## src/rtl/regs_pkg.sv

```systemverilog
// Register block types: register and pair selectors, command kinds and pipeline structs
`default_nettype none

package regs_pkg;

	typedef enum logic [3:0] {
		REG_A   = 4'd0,
		REG_B   = 4'd1,
		REG_C   = 4'd2,
		REG_D   = 4'd3,
		REG_E   = 4'd4,
		REG_H   = 4'd5,
		REG_L   = 4'd6,
		REG_Z   = 4'd7,
		REG_W   = 4'd8,
		REG_IR  = 4'd9,
		REG_IMM = 4'd10		// Immediate byte, source only
	} reg_sel_e;

	typedef enum logic [2:0] {
		PAIR_BC = 3'd0,
		PAIR_DE = 3'd1,
		PAIR_HL = 3'd2,
		PAIR_WZ = 3'd3,
		PAIR_SP = 3'd4,
		PAIR_PC = 3'd5
	} pair_sel_e;

	typedef enum logic [2:0] {
		CMD_NOP   = 3'd0,
		CMD_LD8   = 3'd1,
		CMD_LD16  = 3'd2,
		CMD_INC16 = 3'd3,
		CMD_DEC16 = 3'd4,
		CMD_FETCH = 3'd5,
		CMD_MEMRD = 3'd6
	} cmd_kind_e;

	// Output address selection
	localparam logic [1:0] ADDR_NONE = 2'd0;	// Address bus idle, reads as zero
	localparam logic [1:0] ADDR_NEW  = 2'd1;	// Pair value after the IDU
	localparam logic [1:0] ADDR_OLD  = 2'd2;	// Pair value before the command

	typedef struct packed {
		logic [7:0] hi;
		logic [7:0] lo;
	} byte_pair_t;

	typedef union packed {
		logic [15:0] word;
		byte_pair_t  b;
	} reg_pair_u;

	typedef struct packed {
		cmd_kind_e kind;
		reg_sel_e  dst;
		reg_sel_e  src;
		pair_sel_e pair;
		reg_pair_u imm;
	} cmd_t;

	typedef struct packed {
		logic       byte_we;
		reg_sel_e   byte_dst;
		reg_sel_e   byte_src;
		logic       pair_we;
		pair_sel_e  pair_dst;	// Also the pair read for IDU and address
		logic       idu_inc;
		logic       idu_dec;
		logic       pc_inc;
		logic [1:0] addr_sel;
		reg_pair_u  imm;
	} ctl_t;

	typedef struct packed {
		logic [15:0] addr;
		logic [7:0]  data;
	} res_t;

endpackage

`default_nettype wire

```

## src/rtl/cmd_decode.sv

```systemverilog
// Command decoder: maps each register-transfer command to registered control signals
`timescale 1ns/1ps
`default_nettype none

module cmd_decode (
	input  logic            clk,
	input  logic            rst_n,
	input  logic            cmd_valid,
	input  regs_pkg::cmd_t  cmd,
	output logic            ctl_valid,
	output regs_pkg::ctl_t  ctl
);

	regs_pkg::ctl_t ctl_d;
	logic           valid_d;

	always_comb begin
		ctl_d          = '0;
		ctl_d.byte_dst = cmd.dst;
		ctl_d.byte_src = cmd.src;
		ctl_d.pair_dst = cmd.pair;
		ctl_d.addr_sel = regs_pkg::ADDR_NONE;
		ctl_d.imm      = cmd.imm;
		valid_d        = cmd_valid;

		case (cmd.kind)
			regs_pkg::CMD_LD8: begin
				ctl_d.byte_we = 1'b1;		// Register or immediate copy
			end
			regs_pkg::CMD_LD16: begin
				ctl_d.pair_we  = 1'b1;		// IDU passes imm through
				ctl_d.addr_sel = regs_pkg::ADDR_NEW;
			end
			regs_pkg::CMD_INC16: begin
				ctl_d.pair_we  = 1'b1;
				ctl_d.idu_inc  = 1'b1;
				ctl_d.addr_sel = regs_pkg::ADDR_NEW;
			end
			regs_pkg::CMD_DEC16: begin
				ctl_d.pair_we  = 1'b1;
				ctl_d.idu_dec  = 1'b1;
				ctl_d.addr_sel = regs_pkg::ADDR_NEW;
			end
			regs_pkg::CMD_FETCH: begin
				// Opcode byte into IR, PC out and advanced
				ctl_d.byte_we  = 1'b1;
				ctl_d.byte_dst = regs_pkg::REG_IR;
				ctl_d.byte_src = regs_pkg::REG_IMM;
				ctl_d.pair_dst = regs_pkg::PAIR_PC;
				ctl_d.idu_inc  = 1'b1;
				ctl_d.pc_inc   = 1'b1;
				ctl_d.addr_sel = regs_pkg::ADDR_OLD;
			end
			regs_pkg::CMD_MEMRD: begin
				ctl_d.byte_we  = 1'b1;		// Read byte lands in dst
				ctl_d.byte_src = regs_pkg::REG_IMM;
				ctl_d.addr_sel = regs_pkg::ADDR_OLD;
			end
			default: begin
				valid_d = 1'b0;			// NOP or unknown kind
			end
		endcase
	end

	always_ff @(posedge clk or negedge rst_n) begin
		if (!rst_n) begin
			ctl_valid <= 1'b0;
			ctl       <= '0;
		end else begin
			ctl_valid <= valid_d;
			ctl       <= ctl_d;
		end
	end

endmodule

`default_nettype wire

```

## src/rtl/reg_file.sv

```systemverilog
// Byte register file: A to L, Z, W and IR with byte and pair read and write ports
`timescale 1ns/1ps
`default_nettype none

module reg_file (
	input  logic                clk,
	input  logic                rst_n,
	input  logic                ctl_valid,
	input  regs_pkg::ctl_t      ctl,
	output regs_pkg::reg_pair_u pair_rd,
	input  regs_pkg::reg_pair_u pair_wr,
	output logic [7:0]          wdata
);

	logic [7:0]         regs [0:9];		// Indexed by reg_sel_e
	regs_pkg::reg_sel_e hi_sel;
	regs_pkg::reg_sel_e lo_sel;
	logic               pair_local;		// Pair lives in this file
	logic [7:0]         byte_val;

	// High byte of a pair; REG_IMM marks SP and PC, which live elsewhere
	function automatic regs_pkg::reg_sel_e pair_hi(input regs_pkg::pair_sel_e p);
		case (p)
			regs_pkg::PAIR_BC: return regs_pkg::REG_B;
			regs_pkg::PAIR_DE: return regs_pkg::REG_D;
			regs_pkg::PAIR_HL: return regs_pkg::REG_H;
			regs_pkg::PAIR_WZ: return regs_pkg::REG_W;
			default:           return regs_pkg::REG_IMM;
		endcase
	endfunction

	function automatic regs_pkg::reg_sel_e pair_lo(input regs_pkg::pair_sel_e p);
		case (p)
			regs_pkg::PAIR_BC: return regs_pkg::REG_C;
			regs_pkg::PAIR_DE: return regs_pkg::REG_E;
			regs_pkg::PAIR_HL: return regs_pkg::REG_L;
			regs_pkg::PAIR_WZ: return regs_pkg::REG_Z;
			default:           return regs_pkg::REG_IMM;
		endcase
	endfunction

	always_comb begin
		hi_sel     = pair_hi(ctl.pair_dst);
		lo_sel     = pair_lo(ctl.pair_dst);
		pair_local = (hi_sel != regs_pkg::REG_IMM);

		pair_rd.word = 16'h0000;			// SP and PC read as zero here
		if (pair_local) begin
			pair_rd.b.hi = regs[hi_sel];
			pair_rd.b.lo = regs[lo_sel];
		end

		if (ctl.byte_src == regs_pkg::REG_IMM)
			byte_val = ctl.imm.b.lo;
		else
			byte_val = regs[ctl.byte_src];
	end

	// Byte commands report the byte, pair commands the new low byte
	assign wdata = ctl.byte_we ? byte_val : pair_wr.b.lo;

	always_ff @(posedge clk or negedge rst_n) begin
		if (!rst_n) begin
			for (int i = 0; i < 10; i++)
				regs[i] <= 8'h00;
		end else if (ctl_valid) begin
			if (ctl.pair_we && pair_local) begin
				regs[hi_sel] <= pair_wr.b.hi;
				regs[lo_sel] <= pair_wr.b.lo;
			end
			if (ctl.byte_we && ctl.byte_dst != regs_pkg::REG_IMM)
				regs[ctl.byte_dst] <= byte_val;
		end
	end

endmodule

`default_nettype wire

```

## src/rtl/pointer_unit.sv

```systemverilog
// Pointer unit: SP and PC, the 16-bit increment/decrement unit and output address select
`timescale 1ns/1ps
`default_nettype none

module pointer_unit #(
	parameter logic [15:0] RESET_PC = 16'h0000,
	parameter logic [15:0] RESET_SP = 16'hFFFE
) (
	input  logic                clk,
	input  logic                rst_n,
	input  logic                ctl_valid,
	input  regs_pkg::ctl_t      ctl,
	input  regs_pkg::reg_pair_u pair_rd,
	output regs_pkg::reg_pair_u pair_wr,
	output logic [15:0]         addr
);

	logic [15:0] sp;
	logic [15:0] pc;
	logic [15:0] cur_pair;		// Selected pair before the command
	logic [15:0] idu_in;
	logic [15:0] idu_out;

	always_comb begin
		case (ctl.pair_dst)
			regs_pkg::PAIR_SP: cur_pair = sp;
			regs_pkg::PAIR_PC: cur_pair = pc;
			default:           cur_pair = pair_rd.word;
		endcase
	end

	// Plain load takes the immediate, inc and dec work on the pair
	assign idu_in = (ctl.idu_inc || ctl.idu_dec) ? cur_pair : ctl.imm.word;

	always_comb begin
		if (ctl.idu_inc)
			idu_out = idu_in + 16'd1;	// Wraps FFFF to 0000
		else if (ctl.idu_dec)
			idu_out = idu_in - 16'd1;
		else
			idu_out = idu_in;
	end

	assign pair_wr.word = idu_out;

	always_comb begin
		case (ctl.addr_sel)
			regs_pkg::ADDR_NEW: addr = idu_out;
			regs_pkg::ADDR_OLD: addr = cur_pair;	// FETCH and MEMRD
			default:            addr = 16'h0000;
		endcase
	end

	always_ff @(posedge clk or negedge rst_n) begin
		if (!rst_n) begin
			sp <= RESET_SP;
			pc <= RESET_PC;
		end else if (ctl_valid) begin
			if (ctl.pair_we && ctl.pair_dst == regs_pkg::PAIR_SP)
				sp <= idu_out;
			// Either an explicit PC load or the fetch advance
			if (ctl.pc_inc || (ctl.pair_we && ctl.pair_dst == regs_pkg::PAIR_PC))
				pc <= idu_out;
		end
	end

endmodule

`default_nettype wire

```

## src/rtl/result_stage.sv

```systemverilog
// Result stage: registers address and byte into a result and strobes it once per command
`timescale 1ns/1ps
`default_nettype none

module result_stage (
	input  logic           clk,
	input  logic           rst_n,
	input  logic           ctl_valid,
	input  logic [15:0]    addr,
	input  logic [7:0]     wdata,
	output logic           res_valid,
	output regs_pkg::res_t res
);

	logic           cap_valid;
	regs_pkg::res_t cap_res;

	// Capture stage, sampled at the end of the storage cycle
	always_ff @(posedge clk or negedge rst_n) begin
		if (!rst_n)
			cap_valid <= 1'b0;
		else
			cap_valid <= ctl_valid;
	end

	always_ff @(posedge clk) begin
		if (ctl_valid) begin
			cap_res.addr <= addr;
			cap_res.data <= wdata;
		end
	end

	// Output stage gives the fixed three-cycle latency
	always_ff @(posedge clk or negedge rst_n) begin
		if (!rst_n)
			res_valid <= 1'b0;
		else
			res_valid <= cap_valid;		// One-cycle strobe per result
	end

	always_ff @(posedge clk) begin
		if (cap_valid)
			res <= cap_res;
	end

endmodule

`default_nettype wire

```

## src/rtl/regs_top.sv

```systemverilog
// Register block top: command decoder, register and pointer storage, result stage
`timescale 1ns/1ps
`default_nettype none

module regs_top #(
	parameter logic [15:0] RESET_PC = 16'h0000,
	parameter logic [15:0] RESET_SP = 16'hFFFE
) (
	input  logic           clk,
	input  logic           rst_n,
	input  logic           cmd_valid,
	input  regs_pkg::cmd_t cmd,
	output logic           res_valid,
	output regs_pkg::res_t res
);

	logic                ctl_valid;
	regs_pkg::ctl_t      ctl;
	regs_pkg::reg_pair_u pair_rd;		// Pair from the byte file
	regs_pkg::reg_pair_u pair_wr;		// IDU result back to the file
	logic [15:0]         addr;
	logic [7:0]          wdata;

	cmd_decode i_cmd_decode (
		.clk       (clk),
		.rst_n     (rst_n),
		.cmd_valid (cmd_valid),
		.cmd       (cmd),
		.ctl_valid (ctl_valid),
		.ctl       (ctl)
	);

	reg_file i_reg_file (
		.clk       (clk),
		.rst_n     (rst_n),
		.ctl_valid (ctl_valid),
		.ctl       (ctl),
		.pair_rd   (pair_rd),
		.pair_wr   (pair_wr),
		.wdata     (wdata)
	);

	pointer_unit #(
		.RESET_PC (RESET_PC),
		.RESET_SP (RESET_SP)
	) i_pointer_unit (
		.clk       (clk),
		.rst_n     (rst_n),
		.ctl_valid (ctl_valid),
		.ctl       (ctl),
		.pair_rd   (pair_rd),
		.pair_wr   (pair_wr),
		.addr      (addr)
	);

	result_stage i_result_stage (
		.clk       (clk),
		.rst_n     (rst_n),
		.ctl_valid (ctl_valid),
		.addr      (addr),
		.wdata     (wdata),
		.res_valid (res_valid),
		.res       (res)
	);

endmodule

`default_nettype wire

```

## config.mk

```make
export PLATFORM = sky130hd
export DESIGN_NAME = regs_top
export DESIGN_NICKNAME = d
export VERILOG_FILES = /design/src/rtl/regs_pkg.sv /design/src/rtl/cmd_decode.sv /design/src/rtl/reg_file.sv /design/src/rtl/pointer_unit.sv /design/src/rtl/result_stage.sv /design/src/rtl/regs_top.sv
export SDC_FILE = /design/constraint.sdc
export NUM_CORES = 1
export LEC_CHECK = 0
export BUFFER_PORTS_ARGS = -buffer_cell sky130_fd_sc_hd__buf_4
export CORE_MARGIN = 4
export CORE_UTILIZATION = 40
export DETAILED_ROUTE_END_ITERATION = 16
export GPL_ROUTABILITY_DRIVEN = 0
export PLACE_DENSITY_LB_ADDON = 0.2
export SYNTH_ARGS = -nofsm -noshare
export SYNTH_HDL_FRONTEND = slang
export SYNTH_HIERARCHICAL = 1
export SYNTH_SLANG_ARGS = --single-unit
export TNS_END_PERCENT = 20
```

## constraint.sdc

```tcl
create_clock -name clk -period 4.1 [get_ports clk]
set_clock_uncertainty 0.1 [all_clocks]
set_input_delay 0.205 -clock clk [delete_from_list [all_inputs] [get_ports clk]]
set_output_delay 0.205 -clock clk [all_outputs]
set_load 0.05 [all_outputs]
```

==> flow_metrics.py <==
metrics = {
    "logic_synthesis": {
        "ys.flop_type": "dfrtp_1",
        "syn_area_sq_mm": 0.0106,
        "syn_inst": 962,
        "postSynth.asyncResetShare_pct": 75.6,
        "syn_avg_cell_area_sq_um": 11.0,
        "synthAdderAreaFrac_pct": 0.471,
        "synth_seq_cells": 197,
        "synth_top_family_by_area": "compound AO/OA/AOI/OAI gates",
        "synth_compound_area_share_pct": 20.4,
        "synth_mux_area_share_pct": 10.7,
        "synthDistinctLibCells": 83,
        "yosys.area_share.simple_pct": 13.5,
        "ys_warn_count": 6,
        "synth-xor-area-share_pct": 1.31,
        "synth_edf_count": 48,
        "synth_nets": 999,
        "yosysSeqAreaShare_pct": 48.9,
    },
    "cts": {
        "cts_sinks": 197,
        "insertion_delay_ps": 450,
        "htree_num_levels": 4,
        "tritoncts": "done",
        "root_buffer": "clkbuf_16",
        "cts_resized": 0,
        "ctsLongestPathBuffers": 2,
        "numCtsBuffers": 17,
        "cts.clk_slew.worst_paths_ps": 80,
    },
    "setup_path": {
        "worstReg2RegEnd": "i_reg_file/regs[68]",
        "rr_worst_depth": 14,
        "worstPathCellList": "buf_12 > mux2_4 > mux2_2 > and2_0 > a21oi_1 > ha_1 > nand4_1 > nor4_1 > a32oi_1 > xnor2_1 > inv_1 > and2_1 > a222oi_1 > o21ai_0",
        "critPathSlowestCell": "dfrtp_2",
        "r2r_setup_slack_ps": 190,
        "critical_path_class": "register to register",
        "cp.required_ps": 4300,
        "startpoint_type": "register",
        "crit_arrival_ps": 4120,
        "crit_fanout": 30,
        "critPathLaunch": "i_cmd_decode/ctl[21]",
        "end_kind": "register",
        "max_stage_delay_ps": 490,
        "r2r-start": "i_cmd_decode/ctl[21]",
        "endpoint": "i_reg_file/regs[68]",
    },
    "floorplan": {
        "io_pins": 58,
        "initial_core_util_pct": 40.8,
        "die_h_um": 171,
        "rows": 59,
        "core-area_sq_mm": 0.0261,
        "dieArea_sq_mm": 0.0292,
        "die_w_um": 171,
    },
    "timing": {
        "fin_ws_ps": 186,
        "setup_viol": 0,
        "holdWs_ps": 229,
        "max_freq_mhz": 255,
        "period_minus_slack_ps": 3910,
        "tightest_slew_ps": 1040,
        "drv_slew": 0,
        "period_share_pct": 95.5,
        "relSlewSlack_pct": 30.9,
        "hold_viol": 0,
    },
    "detailed_routing": {
        "drt_wl_total_mm": 33.3,
        "drt_iter0_markers": 1001,
        "vias_per_cell": 5.97,
        "drt_first_pass_iters": 7,
        "wire_per_inst_um": 23.9,
        "drcViolationCount": 0,
        "antenna_left": 0,
        "vias": 8325,
    },
    "pwr": {
        "max-vdd-ir-drop_v": 0.000293,
        "clkPwrFrac_pct": 28.8,
        "p_sw_share_pct": 34.7,
        "power_uw": 5930,
        "intPower_uw": 3870,
        "seqPwrFrac_pct": 46.8,
        "p_leak_uw": 0.00499,
        "power.switching_uw": 2060,
        "powerDensity_mw_per_mm2": 480,
        "combPwrFrac_pct": 24.4,
    },
    "cells_and_area": {
        "fin_area_sq_mm": 0.0123,
        "final_common_cell": "dfrtp_1",
        "nets": 1084,
        "n_antenna_cell": 0,
        "syn2layout_area_growth_pct": 16.2,
        "stdcell_count": 1395,
        "drive_gt1_share_pct": 21.6,
        "layout_common_cells": "dfrtp_1 (131), nand2_1 (83), buf_4 (83)",
    },
    "placed_design": {
        "portBuffers": 57,
        "hpwl_mm": 23.7,
        "post-place-ws_ps": 236,
        "place_area_sq_mm": 0.0114,
        "placed_cells": 1324,
    },
    "hold_path": {
        "hold_path_class": "primary input to async pin",
    },
    "global_route": {
        "antenna_found_initial": 0,
        "grt_pass1_wl_mm": 50.6,
        "grt_max_degree": 80,
        "track_usage_pct": 22.9,
        "grt-ovfl-total": 0,
        "first_global_vias": 8223,
    },
    "flow_run": {
        "maxCapViolCount": 0,
    },
    "outcome": {
        "status": "complete, no violations",
    },
}
## logic make-up after synthesis
| kind of cell | count (synthesis) |
|---|---|
| multiplexers | 91 |
| AND/OR/NAND/NOR | 263 |
| buffers and inverters | 98 |
| adder cells (fa/ha/maj) | 4 |
| XOR/XNOR | 15 |
| flip-flops | 197 |
| AO/OA/AOI/OAI | 294 |
## worst min path at each step
stage | startpoint | to | depth (start not counted)
floorplan | rst_n | i_cmd_decode/ctl[0] | 0
CTS | rst_n | i_pointer_unit/pc[12] | 2
finish | rst_n | i_pointer_unit/pc[12] | 2
detailed placement | rst_n | i_pointer_unit/pc[12] | 1
global placement | rst_n | i_pointer_unit/pc[12] | 1
global route | rst_n | i_pointer_unit/pc[12] | 2
## layer usage
metal  share of wire (%)  track usage (%)  wire [um]  vias up
met3                 8.0             4.09       2680       60
li1                    -                -          -     3774
met4                 2.8             7.48        932        0
met5                   0                0          0        -
met1                  42             31.7      14000     4091
met2                  47             36.6      15700      400
## stage by stage
| step | TNS [ps] | utilization, % |
|---|---|---|
| final | 0 | 47.4 |
| after global placement | 0 | 43.6 |
| after floorplan | 0 | - |
| after global routing | -15.0 | 47.4 |
| after CTS | 0 | 47.3 |
| after detailed placement | 0 | 43.6 |
## flip-flops by register name, summed over array words and instances, names as in the netlist
| register | count |
|---|---|
| i_cmd_decode/ctl | 34 |
| i_cmd_decode/ctl_valid | 1 |
| i_pointer_unit/pc | 16 |
| i_pointer_unit/sp | 16 |
| i_reg_file/regs | 80 |
| i_result_stage/cap_res | 24 |
| i_result_stage/cap_valid | 1 |
| i_result_stage/res | 24 |
| i_result_stage/res_valid | 1 |
## cell usage after synthesis (6+ instances only)
master       n  area (sq um)
dfrtp_1    134          3350
buf_2       11          55.1
a32oi_1     22           193
a2bb2oi_1    7          61.3
o21ai_1     30           150
a21oi_1     59           295
a21boi_4     8           150
o211ai_1    18           135
dfstp_2     15           394
a222oi_1    22           220
inv_1       40           150
and2_1      16           100
o21ai_2      7          61.3
clkbuf_1    24          90.1
edfxtp_1    48          1440
nand3_2      8          80.1
a22oi_2      9           113
o22ai_1     20           125
buf_4       10          75.1
o21ai_0     42           210
buf_6        8          90.1
nor3_1       9          45.0
mux4_2      16           360
nor2_1      60           225
mux2i_1     57           571
nand2_1     83           312
a22oi_1     18           135
a31oi_1      6          37.5
nand2b_1    11          68.8
mux2_2      15           169
nor2b_1     25           156
xnor2_1     10          87.6
## critical path: cells and delay by family (launching register included)
family	cells	cell delay [ps]
AND/OR/NAND/NOR	4	910
AO/OA/AOI/OAI	4	740
multiplexers	2	620
XOR/XNOR	1	310
flip-flops	1	490
adder cells (fa/ha/maj)	1	220
buffers and inverters	2	370
## what timing repair did
item                                    CTS  global route
setup buffers                             0             2
endpoints found under the setup margin    0             5
endpoints found under the hold margin    92             0
hold buffers                             37             0
## area by class of cell
type                       count  area, sq um
clock buffer                  17          425
clock inverter                15          178
fill                        2402        13700
inverter                      41          154
multi-input combinational    667         4930
sequential                   197         5190
tap                          335          419
timing repair buffer         123         1040
## power by group through the flow
| stage | sequential (uW) | combinational (uW) | clock (uW) |
|---|---|---|---|
| 6_report | 2780 | 1440 | 1710 |
| 3_5_place_dp | 2800 | 1400 | 0 |
| 4_1_cts | 2770 | 1430 | 1740 |
| 5_1_grt | 2810 | 1560 | 1830 |
| 2_1_floorplan | 2680 | 993 | 0 |
| 3_3_place_gp | 2800 | 1380 | 0 |
Note: power is estimated with default switching activity, not from simulation.
